`src/fpu_pkg.sv`:
```
package fpu_pkg;

  // double format field widths
  localparam int EXP_W = 11;
  localparam int MAN_W = 52;
  localparam int FP_W  = 64;

  // exception flag vector layout
  localparam int FLAG_W        = 3;
  localparam int FLAG_INEXACT  = 0;
  localparam int FLAG_OVERFLOW = 1;
  localparam int FLAG_INVALID  = 2;

  typedef enum logic [3:0] {
    op_add    = 4'd0,
    op_sub    = 4'd1,
    op_rsub   = 4'd2,
    op_cmp_lt = 4'd4,
    op_cmp_eq = 4'd5,
    op_cmp_le = 4'd6,
    op_and    = 4'd8,
    op_or     = 4'd9,
    op_xor    = 4'd10
  } fp_op_e;

  // operand source at issue
  typedef enum logic [2:0] {
    src_reg      = 3'd0,
    src_own_now  = 3'd1,
    src_own_prev = 3'd2,
    src_ext_now  = 3'd3,
    src_ext_prev = 3'd4
  } fwd_src_e;

  // true for ops that go down the adder path
  function automatic logic is_add_op(input fp_op_e op);
    return (op == op_add) || (op == op_sub) || (op == op_rsub);
  endfunction

endpackage

```
`src/fp_operand_forward.sv`:
```
`timescale 1ns/1ps

module fp_operand_forward
  import fpu_pkg::*;
(
  input  logic            clk,
  input  logic            rst,
  input  fwd_src_e        sel,
  input  logic [FP_W-1:0] reg_val,
  input  logic [FP_W-1:0] own_res,
  input  logic [FP_W-1:0] ext_res,
  output logic [FP_W-1:0] operand
);

  logic [FP_W-1:0] own_prev;
  logic [FP_W-1:0] ext_prev;

  // one-cycle-old copies of both result buses
  always_ff @(posedge clk) begin
    if (rst) begin
      own_prev <= '0;
      ext_prev <= '0;
    end else begin
      own_prev <= own_res;
      ext_prev <= ext_res;
    end
  end

  always_comb begin
    case (sel)
      src_own_now: begin
        operand = own_res;
      end
      src_own_prev: begin
        operand = own_prev;
      end
      src_ext_now: begin
        operand = ext_res;
      end
      src_ext_prev: begin
        operand = ext_prev;
      end
      default: begin
        operand = reg_val;
      end
    endcase
  end

endmodule

```
`src/fp_add_core.sv`:
```
`timescale 1ns/1ps

module fp_add_core
  import fpu_pkg::*;
(
  input  logic              clk,
  input  logic              rst,
  input  logic              in_valid,
  input  logic [FP_W-1:0]   a,
  input  logic [FP_W-1:0]   b,
  input  logic              negate_b,
  input  logic              swap,
  output logic              out_valid,
  output logic [FP_W-1:0]   sum,
  output logic [FLAG_W-1:0] raised
);

  localparam int SIG_W = MAN_W + 1;
  // significand plus guard, round and sticky
  localparam int EXT_W = SIG_W + 3;
  localparam logic [EXP_W-1:0] EXP_MAX = '1;
  localparam logic [FP_W-1:0] QNAN = {1'b0, EXP_MAX, 1'b1, {(MAN_W-1){1'b0}}};

  function automatic logic [5:0] lead_zeros(input logic [EXT_W-1:0] v);
    logic [5:0] n;
    n = 6'(EXT_W);
    for (int i = 0; i < EXT_W; i++) begin
      if (v[i]) begin
        n = 6'(EXT_W - 1 - i);
      end
    end
    return n;
  endfunction

  logic [FP_W-1:0]    x;
  logic [FP_W-1:0]    y;
  logic               sx;
  logic               sy;
  logic [EXP_W-1:0]   ex;
  logic [EXP_W-1:0]   ey;
  logic [SIG_W-1:0]   mx;
  logic [SIG_W-1:0]   my;
  logic               x_nan;
  logic               y_nan;
  logic               x_inf;
  logic               y_inf;
  logic               x_big;
  logic [EXP_W-1:0]   e_diff;
  logic [SIG_W-1:0]   m_small;
  logic [5:0]         sh;
  logic [2*EXT_W-1:0] wide;
  logic [FP_W-1:0]    sp_val;

  logic               s1_valid;
  logic               s1_sub;
  logic               s1_sign;
  logic [EXP_W-1:0]   s1_exp;
  logic [EXT_W-1:0]   s1_big;
  logic [EXT_W-1:0]   s1_small;
  logic               s1_sp;
  logic               s1_inv;
  logic [FP_W-1:0]    s1_spval;

  logic [EXT_W:0]     raw;
  logic [5:0]         lz;
  logic [EXT_W-1:0]   norm;
  logic [EXP_W:0]     exp_n;
  logic               zero_n;

  logic               s2_valid;
  logic               s2_sign;
  logic [EXP_W:0]     s2_exp;
  logic [EXT_W-1:0]   s2_man;
  logic               s2_zero;
  logic               s2_sp;
  logic               s2_inv;
  logic [FP_W-1:0]    s2_spval;

  logic               rnd_up;
  logic [SIG_W:0]     rnd;
  logic [EXP_W:0]     exp_r;
  logic [MAN_W-1:0]   frac;
  logic [FP_W-1:0]    sum_n;
  logic [FLAG_W-1:0]  raised_n;

  // stage 1: operand order, effective sign, alignment
  always_comb begin
    x = swap ? b : a;
    y = swap ? a : b;
    sx = x[FP_W-1];
    sy = y[FP_W-1] ^ negate_b;
    ex = x[FP_W-2:MAN_W];
    ey = y[FP_W-2:MAN_W];
    // denormals flush to zero
    mx = (ex != '0) ? {1'b1, x[MAN_W-1:0]} : '0;
    my = (ey != '0) ? {1'b1, y[MAN_W-1:0]} : '0;
    x_nan = (ex == EXP_MAX) && (x[MAN_W-1:0] != '0);
    y_nan = (ey == EXP_MAX) && (y[MAN_W-1:0] != '0);
    x_inf = (ex == EXP_MAX) && (x[MAN_W-1:0] == '0);
    y_inf = (ey == EXP_MAX) && (y[MAN_W-1:0] == '0);
    x_big = {ex, mx} >= {ey, my};
    e_diff = x_big ? ex - ey : ey - ex;
    m_small = x_big ? my : mx;
    sh = (e_diff > 11'd56) ? 6'd56 : e_diff[5:0];
    wide = {m_small, 3'b000, {EXT_W{1'b0}}} >> sh;
    if (x_nan || y_nan || (x_inf && y_inf && (sx != sy))) begin
      sp_val = QNAN;
    end else if (x_inf) begin
      sp_val = {sx, EXP_MAX, {MAN_W{1'b0}}};
    end else begin
      sp_val = {sy, EXP_MAX, {MAN_W{1'b0}}};
    end
  end

  always_ff @(posedge clk) begin
    if (rst) begin
      s1_valid <= 1'b0;
    end else begin
      s1_valid <= in_valid;
    end
  end

  always_ff @(posedge clk) begin
    s1_sub <= sx ^ sy;
    s1_sign <= x_big ? sx : sy;
    s1_exp <= x_big ? ex : ey;
    s1_big <= {(x_big ? mx : my), 3'b000};
    s1_small <= {wide[2*EXT_W-1:EXT_W+1], wide[EXT_W] | (|wide[EXT_W-1:0])};
    s1_sp <= (ex == EXP_MAX) || (ey == EXP_MAX);
    s1_inv <= x_nan || y_nan || (x_inf && y_inf && (sx != sy));
    s1_spval <= sp_val;
  end

  // stage 2: add or subtract, then normalize
  always_comb begin
    if (s1_sub) begin
      raw = {1'b0, s1_big} - {1'b0, s1_small};
    end else begin
      raw = {1'b0, s1_big} + {1'b0, s1_small};
    end
    lz = lead_zeros(raw[EXT_W-1:0]);
    if (raw[EXT_W]) begin
      norm = {raw[EXT_W:2], raw[1] | raw[0]};
      exp_n = {1'b0, s1_exp} + {{EXP_W{1'b0}}, 1'b1};
      zero_n = 1'b0;
    end else begin
      norm = raw[EXT_W-1:0] << lz;
      exp_n = {1'b0, s1_exp} - {6'd0, lz};
      zero_n = (raw == '0) || (s1_exp <= {5'd0, lz});
    end
  end

  always_ff @(posedge clk) begin
    if (rst) begin
      s2_valid <= 1'b0;
    end else begin
      s2_valid <= s1_valid;
    end
  end

  always_ff @(posedge clk) begin
    s2_sign <= s1_sign;
    s2_exp <= exp_n;
    s2_man <= norm;
    s2_zero <= zero_n;
    s2_sp <= s1_sp;
    s2_inv <= s1_inv;
    s2_spval <= s1_spval;
  end

  // stage 3: round to nearest even and pack
  always_comb begin
    rnd_up = s2_man[2] & (s2_man[3] | s2_man[1] | s2_man[0]);
    rnd = {1'b0, s2_man[EXT_W-1:3]} + {{SIG_W{1'b0}}, rnd_up};
    exp_r = s2_exp + {{EXP_W{1'b0}}, rnd[SIG_W]};
    // carry-out leaves the fraction zero
    frac = rnd[MAN_W-1:0];
    raised_n = '0;
    if (s2_sp) begin
      sum_n = s2_spval;
      raised_n[FLAG_INVALID] = s2_inv;
    end else if (s2_zero) begin
      sum_n = '0;
    end else if (exp_r >= {1'b0, EXP_MAX}) begin
      sum_n = {s2_sign, EXP_MAX, {MAN_W{1'b0}}};
      raised_n[FLAG_OVERFLOW] = 1'b1;
      raised_n[FLAG_INEXACT] = 1'b1;
    end else begin
      sum_n = {s2_sign, exp_r[EXP_W-1:0], frac};
      raised_n[FLAG_INEXACT] = |s2_man[2:0];
    end
  end

  always_ff @(posedge clk) begin
    if (rst) begin
      out_valid <= 1'b0;
    end else begin
      out_valid <= s2_valid;
    end
  end

  always_ff @(posedge clk) begin
    sum <= sum_n;
    raised <= raised_n;
  end

endmodule

```
`src/fp_cmp_logic.sv`:
```
`timescale 1ns/1ps

module fp_cmp_logic
  import fpu_pkg::*;
(
  input  logic              clk,
  input  logic              rst,
  input  logic              in_valid,
  input  fp_op_e            op,
  input  logic [FP_W-1:0]   a,
  input  logic [FP_W-1:0]   b,
  output logic              out_valid,
  output logic [FP_W-1:0]   result,
  output logic [FLAG_W-1:0] raised
);

  // matches the adder latency
  localparam int DEPTH = 3;

  logic              a_nan;
  logic              b_nan;
  logic              both_zero;
  logic              ordered;
  logic              lt;
  logic              eq;
  logic [FP_W-1:0]   res_n;
  logic [FLAG_W-1:0] raised_n;

  logic [DEPTH-1:0]  valid_q;
  logic [FP_W-1:0]   res_q [DEPTH];
  logic [FLAG_W-1:0] flag_q [DEPTH];

  always_comb begin
    a_nan = (a[FP_W-2:MAN_W] == '1) && (a[MAN_W-1:0] != '0);
    b_nan = (b[FP_W-2:MAN_W] == '1) && (b[MAN_W-1:0] != '0);
    // zero exponent counts as zero, so +0 == -0
    both_zero = (a[FP_W-2:MAN_W] == '0) && (b[FP_W-2:MAN_W] == '0);
    ordered = !a_nan && !b_nan;
    eq = both_zero || (a == b);
    // sign-magnitude ordering
    lt = !both_zero &&
         ((a[FP_W-1] && !b[FP_W-1]) ||
          (!a[FP_W-1] && !b[FP_W-1] && (a[FP_W-2:0] < b[FP_W-2:0])) ||
          (a[FP_W-1] && b[FP_W-1] && (a[FP_W-2:0] > b[FP_W-2:0])));
    res_n = '0;
    raised_n = '0;
    case (op)
      op_cmp_lt: res_n[0] = ordered && lt;
      op_cmp_eq: res_n[0] = ordered && eq;
      op_cmp_le: res_n[0] = ordered && (lt || eq);
      op_and:    res_n = a & b;
      op_or:     res_n = a | b;
      op_xor:    res_n = a ^ b;
      default:   res_n = '0;
    endcase
    if ((op == op_cmp_lt) || (op == op_cmp_eq) || (op == op_cmp_le)) begin
      raised_n[FLAG_INVALID] = !ordered;
    end
  end

  always_ff @(posedge clk) begin
    if (rst) begin
      valid_q <= '0;
    end else begin
      valid_q <= {valid_q[DEPTH-2:0], in_valid};
    end
  end

  always_ff @(posedge clk) begin
    res_q[0] <= res_n;
    flag_q[0] <= raised_n;
    for (int i = 1; i < DEPTH; i++) begin
      res_q[i] <= res_q[i-1];
      flag_q[i] <= flag_q[i-1];
    end
  end

  assign out_valid = valid_q[DEPTH-1];
  assign result = res_q[DEPTH-1];
  assign raised = flag_q[DEPTH-1];

endmodule

```
`src/fp_exception.sv`:
```
`timescale 1ns/1ps

module fp_exception
  import fpu_pkg::*;
(
  input  logic              clk,
  input  logic              rst,
  input  logic              in_valid,
  input  logic [FLAG_W-1:0] raised,
  input  logic [FLAG_W-1:0] exc_enable,
  output logic [FLAG_W-1:0] flags,
  output logic              trap
);

  always_ff @(posedge clk) begin
    if (rst) begin
      flags <= '0;
      trap <= 1'b0;
    end else if (in_valid) begin
      flags <= raised;
      // trap on any enabled flag
      trap <= |(raised & exc_enable);
    end else begin
      flags <= '0;
      trap <= 1'b0;
    end
  end

endmodule

```
`src/fp_add_unit.sv`:
```
`timescale 1ns/1ps

module fp_add_unit
  import fpu_pkg::*;
#(
  parameter int TAG_W = 4
) (
  input  logic              clk,
  input  logic              rst,
  input  logic              en,
  input  fp_op_e            op,
  input  logic [TAG_W-1:0]  tag,
  input  logic [FP_W-1:0]   a_reg,
  input  logic [FP_W-1:0]   b_reg,
  input  fwd_src_e          fwd_a,
  input  fwd_src_e          fwd_b,
  input  logic [FP_W-1:0]   ext_res,
  input  logic [FLAG_W-1:0] exc_enable,
  output logic [FP_W-1:0]   res,
  output logic              res_valid,
  output logic [TAG_W-1:0]  res_tag,
  output logic [FLAG_W-1:0] flags,
  output logic              trap
);

  // latency of both execution paths after issue
  localparam int PIPE = 3;

  logic [FP_W-1:0]   a_fwd;
  logic [FP_W-1:0]   b_fwd;

  logic              add_v_q;
  logic              cmp_v_q;
  fp_op_e            op_q;
  logic              negate_q;
  logic              swap_q;
  logic [FP_W-1:0]   a_q;
  logic [FP_W-1:0]   b_q;
  logic [TAG_W-1:0]  tag_q;

  logic [TAG_W-1:0]  tag_pipe [PIPE];
  logic [PIPE-1:0]   cmp_path;

  logic              add_ov;
  logic [FP_W-1:0]   add_sum;
  logic [FLAG_W-1:0] add_raised;
  logic              cmp_ov;
  logic [FP_W-1:0]   cmp_res;
  logic [FLAG_W-1:0] cmp_raised;
  logic              end_valid;
  logic [FLAG_W-1:0] end_raised;

  fp_operand_forward i_fwd_a (
    .clk     (clk),
    .rst     (rst),
    .sel     (fwd_a),
    .reg_val (a_reg),
    .own_res (res),
    .ext_res (ext_res),
    .operand (a_fwd)
  );

  fp_operand_forward i_fwd_b (
    .clk     (clk),
    .rst     (rst),
    .sel     (fwd_b),
    .reg_val (b_reg),
    .own_res (res),
    .ext_res (ext_res),
    .operand (b_fwd)
  );

  // issue stage, one valid per path
  always_ff @(posedge clk) begin
    if (rst) begin
      add_v_q <= 1'b0;
      cmp_v_q <= 1'b0;
    end else begin
      add_v_q <= en && is_add_op(op);
      cmp_v_q <= en && !is_add_op(op);
    end
  end

  always_ff @(posedge clk) begin
    if (en) begin
      op_q <= op;
      negate_q <= (op == op_sub) || (op == op_rsub);
      swap_q <= (op == op_rsub);
      a_q <= a_fwd;
      b_q <= b_fwd;
      tag_q <= tag;
    end
  end

  fp_add_core i_add (
    .clk       (clk),
    .rst       (rst),
    .in_valid  (add_v_q),
    .a         (a_q),
    .b         (b_q),
    .negate_b  (negate_q),
    .swap      (swap_q),
    .out_valid (add_ov),
    .sum       (add_sum),
    .raised    (add_raised)
  );

  fp_cmp_logic i_cmp (
    .clk       (clk),
    .rst       (rst),
    .in_valid  (cmp_v_q),
    .op        (op_q),
    .a         (a_q),
    .b         (b_q),
    .out_valid (cmp_ov),
    .result    (cmp_res),
    .raised    (cmp_raised)
  );

  // tag and path select ride alongside
  always_ff @(posedge clk) begin
    tag_pipe[0] <= tag_q;
    cmp_path <= {cmp_path[PIPE-2:0], cmp_v_q};
    for (int i = 1; i < PIPE; i++) begin
      tag_pipe[i] <= tag_pipe[i-1];
    end
  end

  assign end_valid = add_ov || cmp_ov;
  assign end_raised = cmp_path[PIPE-1] ? cmp_raised : add_raised;

  always_ff @(posedge clk) begin
    if (rst) begin
      res_valid <= 1'b0;
    end else begin
      res_valid <= end_valid;
    end
  end

  // res holds the last result for own forwarding
  always_ff @(posedge clk) begin
    if (end_valid) begin
      res <= cmp_path[PIPE-1] ? cmp_res : add_sum;
      res_tag <= tag_pipe[PIPE-1];
    end
  end

  fp_exception i_exc (
    .clk        (clk),
    .rst        (rst),
    .in_valid   (end_valid),
    .raised     (end_raised),
    .exc_enable (exc_enable),
    .flags      (flags),
    .trap       (trap)
  );

endmodule

```
`config.mk`:
```
export PLATFORM = sky130hd
export DESIGN_NAME = fp_add_unit
export DESIGN_NICKNAME = d
export VERILOG_FILES = /design/src/fpu_pkg.sv /design/src/fp_operand_forward.sv /design/src/fp_add_core.sv /design/src/fp_cmp_logic.sv /design/src/fp_exception.sv /design/src/fp_add_unit.sv
export SDC_FILE = /design/constraint.sdc
export NUM_CORES = 2
export LEC_CHECK = 0
export ABC_CLOCK_PERIOD_IN_PS = 15230
export BUFFER_PORTS_ARGS = -buffer_cell sky130_fd_sc_hd__clkbuf_2
export CORE_MARGIN = 2
export CORE_UTILIZATION = 40
export CTS_BUF_LIST = sky130_fd_sc_hd__clkbuf_8
export DETAILED_ROUTE_END_ITERATION = 12
export PLACE_DENSITY_LB_ADDON = 0.3
export REMOVE_ABC_BUFFERS = 1
export SYNTH_ARGS = -nofsm -noshare
export SYNTH_HDL_FRONTEND = slang
export SYNTH_HIERARCHICAL = 1
export SYNTH_SLANG_ARGS = --single-unit
```
`constraint.sdc`:
```
create_clock -name clk -period 15.23 [get_ports clk]
set_input_delay 0.7615 -clock clk [delete_from_list [all_inputs] [get_ports clk]]
set_output_delay 0.7615 -clock clk [all_outputs]
set_load 0.01 [all_outputs]
```
[After elaboration in Yosys (flattened, before gate mapping)]
Memory sizes are Yosys's and may differ from the RTL's. A register that Yosys moved wholly into a read port is not among the register bits.
Cells that the tools add are included.
Operators by class
  multiplexer cells: 82
  reduce and logical (&&, ||, !) cells: 59
  div/mod/pow operators: 0
  $lt $le $gt $ge: 6
  equal/unequal tests: 22
  $add $sub $neg: 8
  multipliers: 0
  shift operators: 2
  bitwise gates (word level): 12
Operators by type and width (number)
  64-bit case mux with 4 select lines: 2
  64-bit two-way mux: 6
  53-bit two-way mux: 4
  52-bit nonzero test: 4
  6-bit two-way mux: 33
  63-bit case mux with 3 select lines: 1
  112-bit by 6-bit right shift with 112-bit output: 1
  52-bit logical NOT: 2
  5-bit two-way mux: 16
  64-bit AND: 1
  64-bit equality test: 1
  64-bit >= comparator: 1
  64-bit OR: 1
  64-bit XOR: 1
  63-bit greater-than comparator: 1
  63-bit < comparator: 1
  63-bit two-way mux: 1
  56-bit by 56-bit adder with 57-bit output: 1
  57-bit logical NOT: 1
  57-bit two-way mux: 1
  56-bit by 56-bit subtractor with 57-bit output: 1
  56-bit OR reduction: 1
  56-bit by 6-bit << shifter with 56-bit output: 1
  55-bit two-way mux: 1
  other kinds (36): 107
Storage, ports and cells
  bits in registers: 737
  bits in latches: 0
  output and inout bits: 73
  logic and storage cells: 232
  ROM bits: 0
  RAM bits: 213
  memories: 3
  input bits: 212
Memory list
  i_cmp.res_q: words 3, width 64, read ports 3, clocked after memory_dff 0, wr ports 3, line fp_cmp_logic.sv:30  | logic [FP_W-1:0] res_q [DEPTH];
  tag_pipe: words 3, width 4, read ports 3, clocked after memory_dff 1, wr ports 3, line fp_add_unit.sv:41  | logic [TAG_W-1:0] tag_pipe [PIPE];
  i_cmp.flag_q: words 3, width 3, read ports 3, clocked after memory_dff 0, wr ports 3, line fp_cmp_logic.sv:31  | logic [FLAG_W-1:0] flag_q [DEPTH];

[Depth between registers and ports, before layout]
  word-level depth: 60
  depth in mapped cells: 34

[By module]
Netlist, hierarchy kept.
By module, submodules not included
  fp_add_core: area an instance 29127.9 um^2, instances 1, cells an instance 3967
  fp_operand_forward: area an instance 6672.6 um^2, instances 2, cells an instance 727
  fp_cmp_logic: area an instance 9295.2 um^2, instances 1, cells an instance 921
  fp_add_unit: area an instance 7528.5 um^2, instances 1, cells an instance 307
  fp_exception: area an instance 122.6 um^2, instances 1, cells an instance 10

[Least setup slack after synthesis]
OpenSTA, ideal clock, no wires.
  path type: register to register
  start: register swap_q
  end: register i_add.s1_small[0]
  library setup time: 0.132 ns
  period minus slack after synthesis: 7.850 ns
  stages on the path, launching flop included: 28
  data required time: 15.098 ns
  data arrival time: 7.718 ns
  buffers on the path: 5
  path slack: 7.380 ns
  path through: edfxtp_1 -> buf_2 -> buf_2 -> mux2i_1 -> nand4_1 -> nor3_1 -> clkbuf_1 -> buf_2 -> buf_1 -> nor2_1 -> ha_1 -> and4_1 -> nand3_1 -> or4_1 -> a221oi_1 -> o211ai_2 -> nand3_2 -> mux2_2 -> o311a_1 -> nand4_1 -> mux2_2 -> a21oi_2 -> mux2i_1 -> o211a_1 -> or4_1 -> or4_1 -> a2111oi_0 -> o22ai_1
Between the ends
  cells in the longest elaborated chain, start to end: 10
  elaborated cells on any way between the ends: 16
  those cells by class: 2 x add/sub; 2 x order compare; 1 x shift; 7 x mux; 1 x bitwise; 3 x reduce/logical
RTL lines
  start: declaration: line fp_add_unit.sv:36  | logic swap_q;
  start signal: assignment: line fp_add_unit.sv:88  | swap_q <= (op == op_rsub);
  64-bit two-way mux (on tied branches): line fp_add_core.sv:88, fp_add_core.sv:89
  11-bit nonzero test (on tied branches): line fp_add_core.sv:95, fp_add_core.sv:96
  53-bit two-way mux (on tied branches): line fp_add_core.sv:95, fp_add_core.sv:96
  64-bit >= comparator: line fp_add_core.sv:101  | x_big = {ex, mx} >= {ey, my};
  11-bit two-way mux: line fp_add_core.sv:102  | e_diff = x_big ? ex - ey : ey - ex;
  11-bit by 6-bit greater-than comparator with 1-bit output: line fp_add_core.sv:104  | sh = (e_diff > 11'd56) ? 6'd56 : e_diff[5:0];
  6-bit two-way mux: line fp_add_core.sv:104
  112-bit by 6-bit right shift with 112-bit output *: line fp_add_core.sv:105  | wide = {m_small, 3'b000, {EXT_W{1'b0}}} >> sh;
  56-bit OR reduction: line fp_add_core.sv:128  | s1_small <= {wide[2*EXT_W-1:EXT_W+1], wide[EXT_W] | (|wide[EXT_W-1:0])};
  1-bit OR *: line fp_add_core.sv:128
  end signal: assignment: line fp_add_core.sv:128
  end: declaration: line fp_add_core.sv:59  | logic [EXT_W-1:0] s1_small;
Mark *: on every way between the ends. The rest lies on a longest branch, timed or not.
A chain may end at the register's enable or synchronous reset.

[Worst setup path in the final report]
Ends and elaborated chain as after synthesis.

==> results.md <==
* Placed wire-length estimate after detailed placement at 171 mm
* Top delay family on crit path: simple AND/OR/NAND/NOR gates
* Utilization of the core after routing at 44.0%
* Minimum clock period at 9.95 ns
* Normalized max-slew margin at 10.6%
* Worst skew pair latency at approximately 0.93 ns
* First-pass GRT wire length at 334 mm
* Outcome: complete, no violations
* Multi-input gate area at 34800 um^2
* Largest fanout on the critical path at 138
* Fillcell total at 14425
* Layout-stage area growth over the synthesis result at 9.33%
* Fraction of the cycle the final worst path needs at 65.3%
* Clk slew on worst S/H paths at ~0.07 ns
* Total via count in the routed design at between 50000 and 60000
* Largest net degree at the start of global routing at around 140
* Startpoint class of the critical path: flip-flop
* Maximum vdd ir drop at approximately 0.074 mV
* Remaining global-route overflow at 0
* Number of register bits inferred by synthesis at 952
* Sequential area share after synthesis at 35.5%
* Number of buffer cells added on primary ports at 284
* Max Freq at 101 MHz
* Top-Level Pins at approximately 290
* Routed Wire Length at 231 mm
* Inserted Clock Buffers at 161
* Number of library cell types mapped by synthesis at 120
* Summed instance area of the synthesized netlist at roughly 59000 um^2
* Dominant register cell in the synthesized netlist: sky130_fd_sc_hd__dfxtp_1
* Yosys top cell by area: sky130_fd_sc_hd__dfxtp_1
* Clock tree from TritonCTS: yes
* Post-detailed-route count of antenna-violating nets at 0
* Number of synthesis warnings at 6
* Overall track demand over capacity in global routing at 29.2%
* Final Wtd Congestion at 1.02
* Async set-or-reset flop fraction in the synthesized netlist at 0%
* Average routed wire per standard cell at 26.3 um
* Cell types occupying the most area after synthesis: sky130_fd_sc_hd__dfxtp_1 25%, sky130_fd_sc_hd__edfxtp_1 10%, sky130_fd_sc_hd__ha_1 8.1%
* Pleak at 27.1 nW
* Antenna violations before repair at 25
* Die ar. at 152000 um^2
* Die Y-Extent at 389 um
* Critical path class: flip-flop to flip-flop
* Hold violation total from the final report at 0
* Synthesized instance count at 6659
* DR iter-0 viols at 5891
* Number of synthesized flops with an enable pin at roughly 210
* Launch instance of the worst register-to-register path: swap_q
* Effective utilization at floorplan at 40.2%
* Power Dens Cells at 159 nW/um^2
* Buffer levels on the longest clock path at 3
* WP buf/inv at 5
* Number of clock sinks at 952
* Remaining design rule violation count at 0
* Critical path endpoint category: flip-flop
* Final net count at approximately 7300
* Largest incremental delay on the critical path at between 0.6 and 0.7 ns
* Path class of the lowest-slack min-delay path: primary input to flip-flop
* Number of iterations in the first detailed-routing pass at 6
* Syn Area/Cell at 8.92 um^2
* Layout cells sized above 1 at 12.7%
* Setup violation total in the final timing report at 0
* Buffers inserted during post-CTS setup optimization at 0
* Clock tree root driver cell: sky130_fd_sc_hd__clkbuf_8
* Synth top area share at 25.1%
* Die width at 389 um
* Worst Max-Slew Pin Slew at 1.33 ns
* Clk_skew at 0.0656 ns
* Critical path origin: swap_q
* Final max-slew violation count at 0
* Count of H-tree levels built during CTS at 4
* Hold path startpoint: ext_res[50]
* Number of vias per cell after detailed routing at 6.11
* Slowest stage cell on the critical path: sky130_fd_sc_hd__mux2_2
* Hold slack final at 0.0978 ns
* Arrival @ worst endpoint at 10.69 ns
* Sequential cell area in the final layout at 21100 um^2
* Core region area at between 100000 and 150000 um^2
* Unrepaired setup endpoints after global routing: false
* Top library cells by usage in the layout, fill and taps aside: 744 x sky130_fd_sc_hd__dfxtp_1, 466 x sky130_fd_sc_hd__nand2_1, 417 x sky130_fd_sc_hd__a21oi_1
* Reported max-cap violation count at 0
* Cell row count at 141
* Vias in the first global route at between 40000 and 50000
* Crit-path most repeated cell: sky130_fd_sc_hd__buf_4
* Critical Path RT at 15.97 ns
* Most common cell after layout, fill and taps aside: sky130_fd_sc_hd__dfxtp_1
## flip-flops by register name (all words and copies together) (netlist names), 64 cells and up
signal,flops
i_fwd_b/own_prev,64
a_q,64
i_cmp/res_q,192
i_add/sum,64
res,64
i_fwd_a/own_prev,64
i_fwd_a/ext_prev,64
i_fwd_b/ext_prev,64
b_q,64
## worst paths after layout
kind | end | slack, ns | cells past startpoint
setup / recovery | i_add/s1_small[0] | 5.28 | 27
setup reg to reg | i_add/s1_small[0] | 5.28 | 27
hold / removal | i_fwd_b/ext_prev[50] | 0.1 | 2
hold reg to reg | i_cmp/res_q[0][136] | 0.29 | 0
## metal layers
metal  wire [um]  track usage, %  vias up
met5         232               0        -
li1            -               -    24208
met2       99700            44.1     2785
met4       10200            12.5       10
met3       20900            5.79      486
met1       99500            40.3    26060
## per-stage QoR
stage                     worst slack, ns  power [mW]  instances  TNS (ns)  cell area, um^2
after floorplan                     -6.76        6.01       6159   -297.88            56900
after global routing                 4.76        10.8       8759         0            64900
after global placement               5.64        7.84       8453         0            61600
final                                5.28        10.4       8768         0            65000
after detailed placement             5.54        7.82       8453         0            61600
after CTS                            5.46        10.2       8756         0            64900
## power by group
group	internal, mW	switching [mW]
clock network	1.23	1.13
logic	1.51	3.15
registers	2.97	0.362
total	5.71	4.64
## synthesized netlist by cell type, drive strengths merged (97+ instances only)
master and n:
a21oi 420, a221o 136, a22oi 97, buf 260, clkbuf 241, dfxtp 746, edfxtp 206, ha 384
inv 318, mux2 158, mux2i 300, nand2 470, nand2b 172, nand3 105, nand3b 259, nor2 405
nor2b 297, nor3 104, nor4 105, o21ai 384, o22a 132
## kinds of logic after synthesis
logic type,Yosys count,synth area share [%]
xor+xnor,130,1.93
flops,952,35.5
compound gates,1722,20.0
mux,458,8.27
simple gates,2188,19.9
other cells,1,0.00631
buf+inv,819,6.18
fa+ha+maj,389,8.24
## repair_timing
item | in CTS | in global routing
hold buffers | 4 | 0
hold endpoints to repair | 4 | 0
gates resized for setup | 0 | 0
## layout make-up
class	count	share of cell area, %
Multi-Input combinational cell	4889	53.5
Sequential cell	952	32.5
Clock inverter	108	1.08
Antenna cell	12	0.0462
Inverter	318	1.84
Tap cell	1930	3.72
Timing Repair Buffer	368	3.24
Clock buffer	191	4.05
Power figures use the tool's default switching activity.
